===== src/align_mem_defs.svh =====
`ifndef ALIGN_MEM_DEFS_SVH
`define ALIGN_MEM_DEFS_SVH

// logical word, and the stored word with its parity bit.
`define ALIGN_WIDTH 32
`define ALIGN_MEMWDTH 33

// virtual banks seen by the user.
`define ALIGN_NUMVBNK 4
`define ALIGN_BITVBNK 2

// virtual rows per bank.
`define ALIGN_NUMVROW 48
`define ALIGN_BITVROW 6

// words packed side by side into one physical row.
`define ALIGN_NUMWRDS 3
`define ALIGN_BITWRDS 2

`define ALIGN_NUMSROW 16   // 48 / 3 physical rows per bank.
`define ALIGN_BITSROW 4

`define ALIGN_SRAM_DELAY 2 // read latency of the array in cycles.

`endif


===== src/align_mem_pkg.sv =====
`include "align_mem_defs.svh"

package align_mem_pkg;

  typedef logic [`ALIGN_WIDTH-1:0] word_t;

  typedef struct packed {
    logic [`ALIGN_BITVBNK-1:0] bnk;
    logic [`ALIGN_BITVROW-1:0] vrow;
  } vaddr_t;

  // physical address reported back with each read.
  typedef struct packed {
    logic [`ALIGN_BITWRDS-1:0] word;
    logic [`ALIGN_BITSROW-1:0] srow;
  } paddr_t;

  typedef struct packed {
    logic                                      vld;
    logic [`ALIGN_BITVBNK-1:0]                 bnk;
    logic [`ALIGN_BITSROW-1:0]                 srow;
    logic [`ALIGN_NUMWRDS*`ALIGN_MEMWDTH-1:0]  bw;  // one enable per stored bit.
    logic [`ALIGN_NUMWRDS*`ALIGN_MEMWDTH-1:0]  din;
  } mem_wr_t;

  typedef struct packed {
    logic                      vld;
    logic [`ALIGN_BITVBNK-1:0] bnk;
    logic [`ALIGN_BITSROW-1:0] srow;
  } mem_rd_t;

  typedef struct packed {
    logic   vld;
    paddr_t pa;
  } rd_ctx_t;

  typedef struct packed {
    logic   vld;
    word_t  data;
    logic   serr;
    paddr_t padr;
  } rd_rsp_t;

endpackage


===== src/align_rsp_stage.sv =====
`timescale 1ns/1ps
`include "align_mem_defs.svh"

module align_rsp_stage (
  input  logic                                     clk,
  input  logic                                     rst,
  input  logic [`ALIGN_NUMWRDS*`ALIGN_MEMWDTH-1:0] mem_dout,
  input  align_mem_pkg::rd_ctx_t                   dout_ctx,
  output align_mem_pkg::rd_rsp_t                   rsp
);
  import align_mem_pkg::*;

  logic [`ALIGN_MEMWDTH-1:0] slot_word;
  rd_rsp_t                   rsp_next;

  // pick the word the context points at out of the full physical row.
  always_comb begin
    slot_word = '0;
    for (int i = 0; i < `ALIGN_NUMWRDS; i++) begin
      if (dout_ctx.pa.word == `ALIGN_BITWRDS'(i)) begin
        slot_word = mem_dout[i*`ALIGN_MEMWDTH +: `ALIGN_MEMWDTH];
      end
    end
  end

  always_comb begin
    rsp_next.vld  = dout_ctx.vld;
    rsp_next.data = slot_word[`ALIGN_WIDTH-1:0];
    rsp_next.serr = ^slot_word;  // any odd count of ones is an error.
    rsp_next.padr = dout_ctx.pa;
  end

  always_ff @(posedge clk) begin
    if (rst) begin
      rsp.vld <= 1'b0;
    end else begin
      rsp.vld <= rsp_next.vld;
    end
    if (rsp_next.vld) begin
      rsp.data <= rsp_next.data;
      rsp.serr <= rsp_next.serr;
      rsp.padr <= rsp_next.padr;
    end
  end

endmodule


===== config.mk =====
export PLATFORM = sky130hd
export DESIGN_NAME = align_rsp_stage
export DESIGN_NICKNAME = d
export VERILOG_FILES = /design/src/align_mem_pkg.sv /design/src/align_rsp_stage.sv
export VERILOG_INCLUDE_DIRS = /design/src /design/src/src
export SDC_FILE = /design/constraint.sdc
export NUM_CORES = 1
export LEC_CHECK = 0
export BUFFER_PORTS_ARGS = -buffer_cell sky130_fd_sc_hd__buf_2
export CORE_MARGIN = 2
export CORE_UTILIZATION = 45
export CTS_CLUSTER_DIAMETER = 150
export DETAILED_ROUTE_END_ITERATION = 10
export GPL_TIMING_DRIVEN = 0
export PLACE_DENSITY = 0.85
export SETUP_SLACK_MARGIN = 0.02
export SYNTH_ARGS = -nofsm -noshare
export SYNTH_HDL_FRONTEND = slang
export SYNTH_SLANG_ARGS = --single-unit
export TNS_END_PERCENT = 10

===== constraint.sdc =====
create_clock -name clk -period 5.3 [get_ports clk]
set_clock_uncertainty 0.05 [all_clocks]
set_input_delay 1.59 -clock clk [delete_from_list [all_inputs] [get_ports clk]]
set_output_delay 1.59 -clock clk [all_outputs]
set_load 0.03 [all_outputs]

* Word-level counts from Yosys, hierarchy flattened
Cells that the tools add are included.
** Word-level totals
- Flip-flop bits (word level) :: 40
- Latch bits :: 0
- RAM bits :: 0
- Memory bits (read-only) :: 0
- Bits of input ports :: 108
- Output and inout bits :: 40
- Logic and storage cells :: 12
- Memories kept :: 0
** Cells by class
- Add/subtract/negate cells :: 0
- Multipliers :: 0
- Div/mod/pow operators :: 0
- Order comparisons :: 0
- Eq/ne operators :: 2
- Shift-type cells :: 0
- Mux-type cells :: 3
- Bitwise gates (word level) :: 0
- Reductions and logical operators :: 2
** Operators with widths (number)
- $mux 33 :: 3
- $reduce_xor 33->1 :: 1
- $eq 2x1->1 const B :: 1
- $eq 2x2->1 const B :: 1
- $logic_not 2->1 :: 1

* Longest topological paths before layout
- Depth after elaboration :: 5
- Mapped depth :: 10

* Worst setup path before layout
Ideal clock, no wire load.
- Path kind :: input port to flip-flop
- From :: in dout_ctx[5] (netlist bit)
- To :: reg rsp[6] (netlist bit), data pin
- Library setup time :: 0.268 ns
- Arrival :: 3.151 ns
- Required time :: 4.982 ns
- Setup slack :: 1.831 ns
- Stages on the path :: 10
- Buffers on the path :: 3
- Path through :: buf_4 nor2b_4 buf_6 buf_8 o2bb2ai_2 xnor2_1 xnor2_1 xnor2_1 xnor2_1 xnor3_1
** RTL lines
- from (decl) :: line align_rsp_stage.sv:8 : input align_mem_pkg::rd_ctx_t dout_ctx,
- to (decl) :: line align_rsp_stage.sv:9 : output align_mem_pkg::rd_rsp_t rsp

==> flow_metrics.py <==
metrics = {
    "power_and_ir_drop": {
        "max-vdd-ir-drop_mv": 0.135,
        "p_leak_nw": 1.44,
        "power_w": 0.000940,
        "power_density_nw_per_um2": 295,
    },
    "worst_hold_path": {
        "hold_path_class": "primary input to flip-flop",
        "hold_depth": 2,
    },
    "routing": {
        "drt-total-wl_um": 5350,
        "num_vias": 1822,
        "drtPass1Iterations": 4,
        "drtAntennaViolNets": 0,
        "drt_iter0_drc": 64,
        "vias_per_cell": 4.77,
        "wl_per_cell_um": 14.0,
        "drcViolationCount": 0,
    },
    "global_routing": {
        "grt.total_usage": 0.188,
        "first_global_vias": 1703,
        "antenna_found_initial": 0,
        "overflow": 0,
        "grt_pass1_wl_um": 7670,
        "grt_max_degree": 41,
    },
    "critical_path": {
        "arrival_ps": 3530,
        "start_kind": "primary input",
        "critical_path.max_fanout": 10,
        "cp.required_ps": 5280,
        "path_class": "primary input to flip-flop",
        "critPathCaptureType": "flip-flop",
    },
    "synthesis": {
        "ys_warn_count": 0,
        "synth_top_area_cell": "edfxtp_1",
        "ys_seq_area_frac": 0.527,
        "ys_types": 18,
        "syn_inst": 160,
        "netlist_top_cells_area": "edfxtp_1 52%, mux2i_1 15%, xnor2_1 9.7%",
        "avgSynthCellArea_um2": 14.1,
        "ys_seq_elements": 40,
        "synth_fp_nets": 268,
        "synth_top_area_frac": 0.518,
        "syn_area_um2": 2260,
    },
    "status": {
        "status": "finished clean",
    },
    "final_layout": {
        "regMostFlops": "rsp",
        "reg.largest.list": "rsp: 40 flops",
        "diodes": 0,
        "fill_cells": 402,
        "nNetsFinal": 422,
        "multi_input_area_um2": 962,
        "seqCellArea_um2": 1190,
        "drive_gt1_frac": 0.540,
        "final_area_um2": 3180,
        "largest_register_ffs": 40,
        "area_growth_pct": 40.7,
    },
    "timing": {
        "fmax_mhz": 282,
        "timing.final.crit_share": 0.669,
        "setup_violations": 0,
        "tightest_slew_ps": 878,
        "slew_violations": 0,
        "hold_violations": 0,
        "rsz0062_at_grt": "false",
        "setup_ws_ps": 1750,
        "final.setup.tns_ps": 0,
        "fin_crit_ps": 3550,
        "slew_headroom": 0.414,
    },
    "place": {
        "pre_cts_slack_ps": 1440,
        "place_area_um2": 3080,
        "io_buffers": 147,
        "hpwl_um": 4220,
        "gp_congestion": 0.688,
    },
    "clock_network": {
        "cts_tree": "yes",
        "cts_resized": 0,
        "clock-sinks": 40,
        "cts_max_level": 2,
        "cts_buffers": 5,
        "cts_hold_buf": 0,
        "post-cts-setup-buffer-count": 0,
        "cts_root_buf": "clkbuf_8",
        "clk_pin_slew_ps": 70,
        "cts_buffer_depth": 2,
    },
    "floorplanning": {
        "core-area_um2": 4790,
        "start_util": 0.472,
        "dieArea_um2": 5610,
        "num_rows": 25,
        "io_pins": 148,
        "die_y_um": 74.9,
        "fp.dieW_um": 74.9,
    },
    "job": {
        "drv_cap": 0,
    },
}
cell usage in the layout, fill, tap and decap left out, types with 4 or more instances in the layout:
cell type	n
edfxtp_1	39
mux2i_1	33
o2bb2ai_2	6
o21ai_0	9
o2bb2ai_1	18
nand2_1	9
clkbuf_1	4
clkbuf_8	7
buf_2	148
xnor2_1	25
xor2_1	5
per-layer routing:
layer | track usage | wire length (µm)
met5 | 0 | 0
met4 | 0.0675 | 97
met3 | 0.0643 | 384
met2 | 0.333 | 2870
met1 | 0.210 | 2010
power by group:
group | internal, W | total [W] | switching [W] | leakage, nW
clock network | 0.000119 | 0.000219 | 0.000101 | 0.0515
logic | 0.000150 | 0.000323 | 0.000173 | 1.01
registers | 0.000392 | 0.000398 | 0.00000630 | 0.387
synth_stat cells:
master	number
buf_4	3
xnor3_1	1
o21ai_0	9
nor2b_1	1
xor2_1	5
buf_8	1
buf_6	3
edfxtp_1	39
o2bb2ai_2	6
nand2_1	9
buf_2	1
mux2i_1	33
dfxtp_1	1
buf_12	1
o2bb2ai_1	18
clkbuf_1	3
xnor2_1	25
nor2b_4	1
logic make-up after synthesis:
logic type / count (synthesis) / synth area share
xor gates and xnor gates: 31 / 0.126
DFF: 40 / 0.527
AOI/OAI and AO/OA: 33 / 0.129
buffers and inverters: 12 / 0.0476
and+or+nand+nor: 11 / 0.0238
muxes: 33 / 0.146
per-stage QoR:
| step | utilization | cells | hold WS [ps] |
|---|---|---|---|
| after floorplan | - | 160 | 1610 |
| after global placement | 0.644 | 374 | 1700 |
| after detailed placement | 0.644 | 374 | 1710 |
| after CTS | 0.665 | 382 | 1400 |
| after global routing | 0.665 | 382 | 1410 |
| final | 0.665 | 382 | 1410 |
path summary, 6_finish.rpt:
check	from	end
max	dout_ctx[5]	rsp[6]
min	rst	rsp[39]
area by class of cell:
type | count | share of cell area
plain buffers | 12 | 0.0338
clock buffers | 8 | 0.0315
multi-input cells | 108 | 0.303
flip-flops and latches | 40 | 0.375
well taps | 67 | 0.0264
repair buffers | 147 | 0.231
worst max-delay path, stage by stage:
cell and delay, ps:
buf_2 80, buf_4 140, clkbuf_1 470, o21ai_0 260
xor2_1 220, xnor2_1 220, xnor2_1 140, xnor3_1 400
(Power assumes the default switching activity.)
