**src/align_mem_defs.svh**
```systemverilog
`ifndef ALIGN_MEM_DEFS_SVH
`define ALIGN_MEM_DEFS_SVH

// logical word, and the stored word with its parity bit.
`define ALIGN_WIDTH 32
`define ALIGN_MEMWDTH 33

// virtual banks seen by the user.
`define ALIGN_NUMVBNK 4
`define ALIGN_BITVBNK 2

// virtual rows per bank.
`define ALIGN_NUMVROW 48
`define ALIGN_BITVROW 6

// words packed side by side into one physical row.
`define ALIGN_NUMWRDS 3
`define ALIGN_BITWRDS 2

`define ALIGN_NUMSROW 16   // 48 / 3 physical rows per bank.
`define ALIGN_BITSROW 4

`define ALIGN_SRAM_DELAY 2 // read latency of the array in cycles.

`endif

```
**src/align_mem_pkg.sv**
```systemverilog
`include "align_mem_defs.svh"

package align_mem_pkg;

  typedef logic [`ALIGN_WIDTH-1:0] word_t;

  typedef struct packed {
    logic [`ALIGN_BITVBNK-1:0] bnk;
    logic [`ALIGN_BITVROW-1:0] vrow;
  } vaddr_t;

  // physical address reported back with each read.
  typedef struct packed {
    logic [`ALIGN_BITWRDS-1:0] word;
    logic [`ALIGN_BITSROW-1:0] srow;
  } paddr_t;

  typedef struct packed {
    logic                                      vld;
    logic [`ALIGN_BITVBNK-1:0]                 bnk;
    logic [`ALIGN_BITSROW-1:0]                 srow;
    logic [`ALIGN_NUMWRDS*`ALIGN_MEMWDTH-1:0]  bw;  // one enable per stored bit.
    logic [`ALIGN_NUMWRDS*`ALIGN_MEMWDTH-1:0]  din;
  } mem_wr_t;

  typedef struct packed {
    logic                      vld;
    logic [`ALIGN_BITVBNK-1:0] bnk;
    logic [`ALIGN_BITSROW-1:0] srow;
  } mem_rd_t;

  typedef struct packed {
    logic   vld;
    paddr_t pa;
  } rd_ctx_t;

  typedef struct packed {
    logic   vld;
    word_t  data;
    logic   serr;
    paddr_t padr;
  } rd_rsp_t;

endpackage

```
**src/align_req_stage.sv**
```systemverilog
`timescale 1ns/1ps
`include "align_mem_defs.svh"

module align_req_stage (
  input  logic                   clk,
  input  logic                   rst,
  input  logic                   write,
  input  align_mem_pkg::vaddr_t  wr_addr,
  input  align_mem_pkg::word_t   din,
  input  logic                   poison,
  input  logic                   read,
  input  align_mem_pkg::vaddr_t  rd_addr,
  output align_mem_pkg::mem_wr_t mem_wr,
  output align_mem_pkg::mem_rd_t mem_rd,
  output align_mem_pkg::rd_ctx_t rd_ctx
);
  import align_mem_pkg::*;

  localparam logic [`ALIGN_BITVROW-1:0] slot_cnt = `ALIGN_BITVROW'(`ALIGN_NUMWRDS);

  // the quotient picks the physical row, the remainder picks the slot inside it.
  function automatic paddr_t map_vrow(input logic [`ALIGN_BITVROW-1:0] vrow);
    logic [`ALIGN_BITVROW-1:0] quo;
    logic [`ALIGN_BITVROW-1:0] rem;
    paddr_t                    pa;
    quo = vrow / slot_cnt;
    rem = vrow % slot_cnt;
    pa.word = rem[`ALIGN_BITWRDS-1:0];
    pa.srow = quo[`ALIGN_BITSROW-1:0];
    return pa;
  endfunction

  paddr_t                    wr_pa;
  paddr_t                    rd_pa;
  logic [`ALIGN_MEMWDTH-1:0] wr_word;
  mem_wr_t                   wr_next;

  assign wr_pa = map_vrow(wr_addr.vrow);
  assign rd_pa = map_vrow(rd_addr.vrow);

  // even parity, so a clean word XORs to zero. poison flips the parity bit.
  assign wr_word = {(^din) ^ poison, din};

  always_comb begin
    wr_next.vld  = write;
    wr_next.bnk  = wr_addr.bnk;
    wr_next.srow = wr_pa.srow;
    wr_next.bw   = '0;
    wr_next.din  = '0;
    for (int i = 0; i < `ALIGN_NUMWRDS; i++) begin
      if (wr_pa.word == `ALIGN_BITWRDS'(i)) begin
        wr_next.bw[i*`ALIGN_MEMWDTH +: `ALIGN_MEMWDTH]  = '1;
        wr_next.din[i*`ALIGN_MEMWDTH +: `ALIGN_MEMWDTH] = wr_word;
      end
    end
  end

  always_ff @(posedge clk) begin
    if (rst) begin
      mem_wr.vld <= 1'b0;
      mem_rd.vld <= 1'b0;
      rd_ctx.vld <= 1'b0;
    end else begin
      mem_wr.vld <= wr_next.vld;
      mem_rd.vld <= read;
      rd_ctx.vld <= read;
    end
    if (write) begin
      mem_wr.bnk  <= wr_next.bnk;
      mem_wr.srow <= wr_next.srow;
      mem_wr.bw   <= wr_next.bw;
      mem_wr.din  <= wr_next.din;
    end
    if (read) begin
      mem_rd.bnk  <= rd_addr.bnk;
      mem_rd.srow <= rd_pa.srow;
      rd_ctx.pa   <= rd_pa;  // the slot is needed again on the way back.
    end
  end

endmodule

```
**config.mk**
```make
export PLATFORM = sky130hd
export DESIGN_NAME = align_req_stage
export DESIGN_NICKNAME = d
export VERILOG_FILES = /design/src/align_mem_pkg.sv /design/src/align_req_stage.sv
export VERILOG_INCLUDE_DIRS = /design/src /design/src/src
export SDC_FILE = /design/constraint.sdc
export NUM_CORES = 1
export LEC_CHECK = 0
export ABC_AREA = 0
export BUFFER_PORTS_ARGS = -buffer_cell sky130_fd_sc_hd__clkbuf_2
export CAP_MARGIN = 30
export CORE_UTILIZATION = 49
export CTS_BUF_LIST = sky130_fd_sc_hd__clkbuf_4
export DETAILED_ROUTE_END_ITERATION = 7
export PLACE_DENSITY = 0.82
export SETUP_SLACK_MARGIN = 0.05
export SYNTH_ARGS = -nofsm -noshare
export SYNTH_HDL_FRONTEND = slang
export SYNTH_SLANG_ARGS = --single-unit
export TNS_END_PERCENT = 100
```
**constraint.sdc**
```tcl
create_clock -name clk -period 5.2 [get_ports clk]
set_clock_uncertainty 0.1 [all_clocks]
set_input_delay 1.04 -clock clk [delete_from_list [all_inputs] [get_ports clk]]
set_output_delay 1.04 -clock clk [all_outputs]
set_load 0.02 [all_outputs]
```
Yosys cells after proc, flatten, opt, wreduce, memory -nomap -nowiden. Index checks and enable logic that the tools add are counted.

Flip-flop bits (word level): 214. Bits in latches: 0. Memory bits (writable): 0. ROM bits: 0. Input bits: 53. Output and inout bits: 219. Memories: 0.

$add $sub $neg: 0. Multiply operators: 0. Divide/modulo/power cells: 4. Magnitude comparators: 0. Eq/ne operators: 2. Shift-type cells: 0. Mux-type cells: 3. Bitwise logic cells: 1. Reduce and logical (&&, ||, !) cells: 2.

Operators with widths (number): 33-bit 2-to-1 mux (3); 32-bit parity (1); 6-bit by 2-bit divider with 6-bit output (second input constant) (2); 6-bit by 2-bit modulo with 6-bit output (second input constant) (2); 2-bit by 1-bit == test with 1-bit output (second input constant) (1); 2-bit == test (second input constant) (1); 2-bit zero test (1); 1-bit XOR (1).

Logic depth before layout (Yosys ltp). Gate-level depths: netlist (run 1).

Word-level depth: 3. Gate-level depth with buffers: 19. Mapped depth without buffers: 16.

Worst setup path before layout (run 1). No wires, ideal clock.

Path type: input to register. Start: input wr_addr[2] (netlist bit). End: register mem_wr[89] (netlist bit) (data pin). Arrival: 3.945 ns. Data required time: 4.845 ns. Slack: 0.901 ns. Stages: 19. Path buffers: 3. Path through: buf_4 > xnor2_1 > mux2i_1 > mux2i_1 > ha_1 > clkbuf_1 > inv_1 > a41o_2 > nand3_1 > o21ai_0 > ha_1 > nor2_1 > o21ai_0 > a31oi_1 > or2_4 > o22a_1 > inv_2 > buf_2 > and2_1.

Cells in the longest elaborated chain, start to end: 2.

Ends and longest elaborated chain: start, declared (line align_req_stage.sv:8) `input align_mem_pkg::vaddr_t wr_addr,`; 6-bit by 2-bit modulo with 6-bit output (line align_req_stage.sv:27) `rem = vrow % slot_cnt;`; 2-bit == test (line align_req_stage.sv:51) `` if (wr_pa.word == `ALIGN_BITWRDS'(i)) begin ``; end, declared (line align_req_stage.sv:13) `output align_mem_pkg::mem_wr_t mem_wr,`.

No other way between the ends. A chain may end at the register's enable or synchronous reset.

Worst setup path in the final report (run 1). Same ends and word-level chain as after synthesis.

==> results of run 1 <==
-- layer usage --
| layer | vias to the layer above | share of wire (%) | track usage (%) |
|---|---|---|---|
| met4 | 0 | 2.2 | 8.00 |
| met2 | 149 | 55 | 36.0 |
| met1 | 1745 | 37 | 19.9 |
| met5 | - | 0 | 0 |
| met3 | 23 | 5.2 | 5.99 |
| li1 | 1823 | - | - |
-- sequential cells by signal, summed over array words and instances, names as in the netlist --
signal,flops
mem_rd,2
mem_wr,109
rd_ctx,7
-- stage by stage --
step                std cells  total power [mW]  area [um2]
global placement          759              2.08        6700
finish                    792              2.82        7030
global route              791              2.94        7030
CTS                       791              2.85        7030
floorplan                 456              1.94        5980
detailed placement        759              2.10        6700
-- cells by family (layout without fill, tap and decap cells) --
kind of cell	count (synthesis)	count (layout)	synth area share, %
simple gates	134	134	14.0
buf+inv	127	319	15.3
flops	118	118	58.9
xor+xnor	37	37	5.65
compound gates	31	31	4.18
mux	5	5	1.07
fa+ha+maj	4	4	0.837
other cells	0	1	0
-- final cells by class --
type	instances	area share, %
diodes	1	0.0356
clock buffers	17	1.81
flip-flops and latches	118	50.1
repair buffers	275	20.1
multi-input cells	211	21.9
clock inverters	15	2.88
well taps	143	2.54
inverters	12	0.640
-- synth_stat cells (2+ instances only) --
master and number:
xor2_1 5, buf_4 104, buf_2 4, ha_1 4
nor3b_1 3, buf_6 6, a21o_1 2, nand2b_1 3
nand2_1 5, nand3b_1 3, nor2b_1 7, mux2i_1 3
o21ai_0 10, xnor2_1 31, dfxtp_1 2, nand3_1 3
edfxtp_1 116, a21oi_1 2, nor2_1 5, and2_1 96
and3b_1 3, o211ai_1 4, inv_1 11
-- power groups by stage --
stage                     sequential [mW]  clock (mW)  combinational (mW)
after detailed placement             1.26           0               0.841
after global routing                 1.25       0.802               0.887
after CTS                            1.24       0.764               0.844
final                                1.24       0.750               0.833
after global placement               1.26           0               0.829
after floorplan                      1.39           0               0.551
-- worst max-delay path by stage --
stage | end
floorplan | mem_wr[89]$_SDFFCE_PP0P_
global placement | mem_wr[92]$_SDFFCE_PP0P_
detailed placement | mem_wr[96]$_SDFFCE_PP0P_
CTS | mem_wr[96]$_SDFFCE_PP0P_
global route | mem_wr[89]$_SDFFCE_PP0P_
finish | mem_wr[89]$_SDFFCE_PP0P_
==> qor.txt, run 1 <==
Largest net degree at the start of global routing - 80
Worst setup path start - wr_addr[2]
Via density per instance - 4.72
CTS tree - built
DP HPWL - 8.86 mm
Mean routed wirelength per cell - 15.4 um
Pre-CTS setup slack - 0.370 ns
CTS buffer count - 17
Post-synth EDFFs - 116
CP Depth - 17
Required time of the critical path - 5.46 ns
P&R area growth vs syn - 17.6%
Commonest cells after routing, fill and taps aside - clkbuf_2 (270), edfxtp_1 (116), and2_1 (96)
# setup viols final - 0
Worst path max stage delay - 0.43 ns
Hold Startpoint - rst
Synth area leaders - edfxtp_1 (58%), buf_4 (13%), and2_1 (10%), xnor2_1 (4.5%), buf_6 (1.1%)
Crit Path Class - in2reg
WHS - 0.599 ns
Die ar. - 12,600 um2
Clk slew on worst S/H paths - 0.11 ns
CORE AREA - 11,700 um2
Syn nets - 513
Achievable frequency - 230 MHz
Final nets - 692
Final setup margin - 0.848 ns
Sequential Power Share - 43.8%
Synth top area share - 58.3%
Filler cells - 936
Hold Buf Count CTS - 0
LEAKAGE - 3.11 nW
H-Tree Depth - 4
DR iter-0 viols - 179
Post-synth cell types - 47
Register area - 3520 um2
Switching Power - 0.960 mW
First-pass GRT wire length - 18.1 mm
Crit path max fanout - 33
Fraction of registers with async set or reset after synthesis - 0%
Clock sink total - 118
CP endpoint kind - flip-flop
Vias post-DR - 3,740
CP max stage cell - nor2b_1
Maximum clock insertion buffer count - 2
Setup tns final - 0 ns
Post-synth top area cell - edfxtp_1
Outcome - finished clean
Crit start category - input port
Total track usage - 19.3%
Power Internal - 1.86 mW
Number of global-route vias before repair - 3,504
Gr ovfl total - 0
Port buffer count - 271
Initial DRT Pass Iterations - 4
Die W - 112 um
PwrDens - 401 nW/um2
Clock power share - 26.6%
Sw Ratio - 34.1%
Final cell utilization of the core - 60.3%
Hold Vio Cnt, Final - 0
Hold Crit Class - in2reg
Residual DRC count - 0
Max cap viols - 0
Max_slew headroom - 34.2%
Chip height - 112 um
Final Cycle Share - 83.7%
Antenna Nets Post-Route - 0
Seq cells post-synth - 118
I/O Pins - 272
VDD IR max - 0.000212 V
Hold path depth - 2
Share of layout cells above drive strength 1 - 48.9%
Multi-input gate area - 1540 um2
RSZ-0062 raised after global routing - false
Initial Utilization - 51.3%
CP Data Arrival Time - 4.61 ns
Final Critical Period - 4.35 ns
Slew Viols, Final - 0
Syn Area/Cell - 13.1 um2
WL final - 12.2 mm
Antenna violations before repair - 0
Worst path cell trace - clkbuf_2 > nor2b_1 > a21oi_1 > mux2i_1 > ha_1 > inv_1 > a41o_2 > nand3_1 > o21ai_0 > ha_1 > nor2_1 > o21ai_0 > a31oi_1 > mux2i_1 > o22a_1 > inv_2 > and2_1
CP bufs+invs - 3
Global placer's final weighted congestion - 0.920
Worst Hold Path EP - mem_wr[204]$_SDFF_PP0_
Clock root buffer - clkbuf_4
Comb pwr share - 29.6%
Crit-path leading delay family - compound AO/OA/AOI/OAI gates
Worst Max-Slew Pin Slew - 0.987 ns
Synthesized area - 5980 um2
Most common cell after layout, fill and taps aside - clkbuf_2
Post-CTS Setup Inserts - 0
YS warnings - 0
Cell row count - 39
Sequential fraction of the synthesis area - 58.9%
Dominant synthesized flop cell - edfxtp_1
Post_cts resized - 0
Post-Synthesis Cells - 456
Power figures use the tool's default switching activity.
==> run 2, diff against run 1 <==
==> constraint.sdc (replaced) <==
create_clock -name clk -period 4.4 [get_ports clk]
set_clock_uncertainty 0.1 [all_clocks]
set_input_delay 0.88 -clock clk [delete_from_list [all_inputs] [get_ports clk]]
set_output_delay 0.88 -clock clk [all_outputs]
set_load 0.02 [all_outputs]
==> qor.txt, run 2 (synthesis results as in run 1) <==
# setup viols final - 0
Gr ovfl total - 0
Crit start category - input port
Final Critical Period - 4.18 ns
Cell row count - 39
Initial DRT Pass Iterations - 4
Final setup margin - 0.224 ns
Die W - 112 um
Placed Cells - 763
Hold Crit Class - in2reg
WL final - 13.0 mm
Crit path max fanout - 34
Antenna violations before repair - 0
Via density per instance - 4.88
Vias post-DR - 3,886
Antenna Nets Post-Route - 0
Max_slew headroom - 44.6%
CP endpoint kind - flip-flop
Number of global-route vias before repair - 3,691
Commonest cells after routing, fill and taps aside - clkbuf_2 (270), edfxtp_1 (116), and2_1 (96)
Outcome - finished clean
Hold Buf Count CTS - 0
Maximum clock insertion buffer count - 2
CTS tree - built
Cell Count, Final, Fillers Out - 797
Worst Hold Path EP - mem_wr[204]$_SDFF_PP0_
Biggest regs - mem_wr: 109 flops, rd_ctx: 7 flops, mem_rd: 2 flops
Initial Utilization - 51.3%
Biggest register - mem_wr
LEAKAGE - 3.13 nW
Final Cycle Share - 94.9%
Max cap viols - 0
H-Tree Depth - 4
VDD IR max - 0.000230 V
Chip height - 112 um
RSZ-0062 raised after global routing - false
Max FFs per register - 109
Hold Vio Cnt, Final - 0
CP Data Arrival Time - 4.46 ns
Clock sink total - 118
Port buffer count - 271
Die ar. - 12,600 um2
Required time of the critical path - 4.68 ns
Final nets - 697
CORE AREA - 11,700 um2
Residual DRC count - 0
First-pass GRT wire length - 19.4 mm
Achievable frequency - 239 MHz
Hold path depth - 2
Slew Viols, Final - 0
Filler cells - 938
Most common cell after layout, fill and taps aside - clkbuf_2
Worst Max-Slew Pin Slew - 0.832 ns
WHS - 0.414 ns
Total track usage - 20.7%
Global placer's final weighted congestion - 0.962
Clock root buffer - clkbuf_4
Pre-CTS setup slack - -0.263 ns
I/O Pins - 272
Share of layout cells above drive strength 1 - 49.5%
Hold Startpoint - rst
PwrDens - 469 nW/um2
CTS buffer count - 17
DR iter-0 viols - 179
P&R area growth vs syn - 17.9%
Mean routed wirelength per cell - 16.3 um
Clk slew on worst S/H paths - 0.11 ns
Largest net degree at the start of global routing - 78
Crit Path Class - in2reg
Setup tns final - 0 ns
DP HPWL - 9.25 mm
## run 2: through the flow
stage / area [um2] / power [mW] / util (%)
after global routing: 7050 / 3.45 / 60.4
after detailed placement: 6710 / 2.48 / 57.5
final: 7050 / 3.30 / 60.5
after floorplan: 5980 / 2.30 / -
after CTS: 7020 / 3.33 / 60.2
after global placement: 6710 / 2.46 / 57.5
## run 2: power by group
part	leakage (nW)	total [mW]	switching, mW	internal, mW
clock	0.165	0.854	0.439	0.415
sequential	1.13	1.46	0.0679	1.39
combinational	1.83	0.987	0.645	0.342
## run 2: worst max-delay path by stage
stage	from	to
5_1_grt	wr_addr[3]	mem_wr[65]$_SDFFCE_PP0P_
3_3_place_gp	wr_addr[3]	mem_wr[92]$_SDFFCE_PP0P_
2_1_floorplan	wr_addr[2]	mem_wr[89]$_SDFFCE_PP0P_
6_report	wr_addr[3]	mem_wr[41]$_SDFFCE_PP0P_
3_5_place_dp	wr_addr[3]	mem_wr[85]$_SDFFCE_PP0P_
4_1_cts	wr_addr[3]	mem_wr[85]$_SDFFCE_PP0P_
## run 2: what timing repair did
item | 4_1_cts | 5_1_grt
endpoints found under the setup margin | 0 | 10
resized for setup | 0 | 2
buffers inserted | 0 | 0
## run 2: layout make-up
cell class / instances / area (um2) / share of cell area (%)
Clock inverter: 13 / 171 / 2.43
Timing Repair Buffer: 280 / 1450 / 20.5
Sequential cell: 118 / 3520 / 50.0
Tap cell: 143 / 179 / 2.54
Antenna cell: 1 / 2.50 / 0.0355
Inverter: 12 / 47.5 / 0.674
Multi-Input combinational cell: 211 / 1540 / 21.8
Clock buffer: 19 / 143 / 2.02
## run 2: worst max-delay path, cell delays in order
cell and delay [ns]:
clkbuf_2 0.19, xnor2_1 0.39, mux2i_1 0.14, mux2i_1 0.23, ha_1 0.29, inv_1 0.11
a41o_2 0.30, nand3_1 0.11, o21ai_0 0.11, ha_1 0.23, nor2_1 0.08, o21ai_0 0.08
a31oi_1 0.28, or2_4 0.22, a31o_2 0.58, and2_1 0.22
## run 2: per-layer routing
metal / track usage (%) / part of all wire [%]
met1: 21.5 / 36
met2: 38.4 / 56
met5: 0 / 0
met3: 6.53 / 5.9
met4: 8.44 / 2.5
==> run 3, diff against run 2 <==
==> constraint.sdc (replaced) <==
create_clock -name clk -period 4.65 [get_ports clk]
set_clock_uncertainty 0.1 [all_clocks]
set_input_delay 0.93 -clock clk [delete_from_list [all_inputs] [get_ports clk]]
set_output_delay 0.93 -clock clk [all_outputs]
set_load 0.02 [all_outputs]
==> qor.txt, run 3 (synthesis results as in run 1) <==
Outcome - finished clean
Cell row count - 39
CTS buffer count - 17
Global placer's final weighted congestion - 0.903
Max_slew headroom - 44.1%
Worst Max-Slew Pin Slew - 0.839 ns
First-pass GRT wire length - 19.0 mm
VDD IR max - 0.000219 V
RSZ-0062 raised after global routing - false
DP HPWL - 9.15 mm
Residual DRC count - 0
Hold Vio Cnt, Final - 0
Pre-CTS setup slack - -0.177 ns
Final Cycle Share - 92.0%
Largest net degree at the start of global routing - 51
Worst path max stage delay - 0.45 ns
Crit-path leading delay family - compound AO/OA/AOI/OAI gates
Share of layout cells above drive strength 1 - 49.0%
Placed Area - 6700 um2
Worst path cell trace - clkbuf_2 > nor2b_1 > a21oi_1 > mux2i_1 > ha_1 > inv_1 > a41o_2 > nand3_1 > o21ai_0 > ha_1 > nor2_1 > o21ai_0 > a31oi_1 > or2_4 > o22a_1 > inv_4 > and2_1
Post-layout instance area - 6990 um2
Achievable frequency - 234 MHz
Vias post-DR - 3,848
Required time of the critical path - 4.81 ns
Die W - 112 um
Gr ovfl total - 0
Crit Path Class - in2reg
Most common cell after layout, fill and taps aside - clkbuf_2
CP bufs+invs - 3
Via density per instance - 4.86
PwrDens - 432 nW/um2
Slew Viols, Final - 0
Mean routed wirelength per cell - 15.8 um
Initial Utilization - 51.3%
Clock root buffer - clkbuf_4
Port buffer count - 271
Clock sink total - 118
Final setup margin - 0.370 ns
Diode count - 0
Post-CTS Setup Inserts - 0
CORE AREA - 11,700 um2
P&R area growth vs syn - 16.8%
Hold Crit Class - in2reg
# setup viols final - 0
Max FFs per register - 109
Commonest cells after routing, fill and taps aside - clkbuf_2 (270), edfxtp_1 (116), and2_1 (96)
Chip height - 112 um
Die ar. - 12,600 um2
Initial DRT Pass Iterations - 4
CP Data Arrival Time - 4.44 ns
Biggest regs - mem_wr: 109 flops, rd_ctx: 7 flops, mem_rd: 2 flops
LEAKAGE - 3.08 nW
Final nets - 693
I/O Pins - 272
Crit path max fanout - 33
Antenna Nets Post-Route - 0
Max cap viols - 0
CTS tree - built
Crit start category - input port
Clk slew on worst S/H paths - 0.11 ns
WL final - 12.5 mm
Biggest register - mem_wr
H-Tree Depth - 4
DR iter-0 viols - 174
Final Critical Period - 4.28 ns
Total track usage - 20.2%
Number of global-route vias before repair - 3,580
CP endpoint kind - flip-flop
Antenna violations before repair - 0
CP max stage cell - nor2b_1
Maximum clock insertion buffer count - 2
[run 3: stage by stage]
step / hold WS, ns / power (mW) / instances / utilization [%] / setup TNS, ns
3_3_place_gp: 1.00 / 2.32 / 759 / 57.2 / 0
5_1_grt: 0.405 / 3.16 / 792 / 59.9 / 0
4_1_cts: 0.411 / 3.05 / 792 / 59.8 / 0
2_1_floorplan: 0.902 / 2.17 / 456 / - / 0
6_report: 0.474 / 3.02 / 792 / 59.9 / 0
3_5_place_dp: 1.01 / 2.34 / 760 / 57.5 / -10.15
[run 3: layout make-up]
type	count	area, um2
clock buffer	17	128
clock inverter	15	144
fill	928	4680
inverter	12	47.5
multi-input combinational	211	1550
sequential	118	3520
tap	143	179
timing repair buffer	276	1420
[run 3: repair_timing]
item	4_1_cts	5_1_grt
hold buffers	0	0
endpoints found under the setup margin	0	61
gates resized for setup	0	3
[run 3: routing by layer]
layer | up-vias | wire length (um) | track usage, %
met5 | - | 0 | 0
met4 | 0 | 223 | 6.67
met3 | 19 | 624 | 6.21
met2 | 173 | 7050 | 37.6
met1 | 1828 | 4590 | 21.7
li1 | 1828 | - | -
[run 3: path summary, 6_finish.rpt]
kind,startpoint,endpoint,slack (ns),depth (start not counted)
worst min-delay path,rst,mem_wr[204]$_SDFF_PP0_,0.47,2
worst max-delay path,wr_addr[2],mem_wr[90]$_SDFFCE_PP0P_,0.37,17
[run 3: where the power goes]
group	leakage [nW]	internal [mW]	switching [mW]
combinational	1.81	0.321	0.609
sequential	1.13	1.32	0.0623
clock	0.137	0.276	0.428
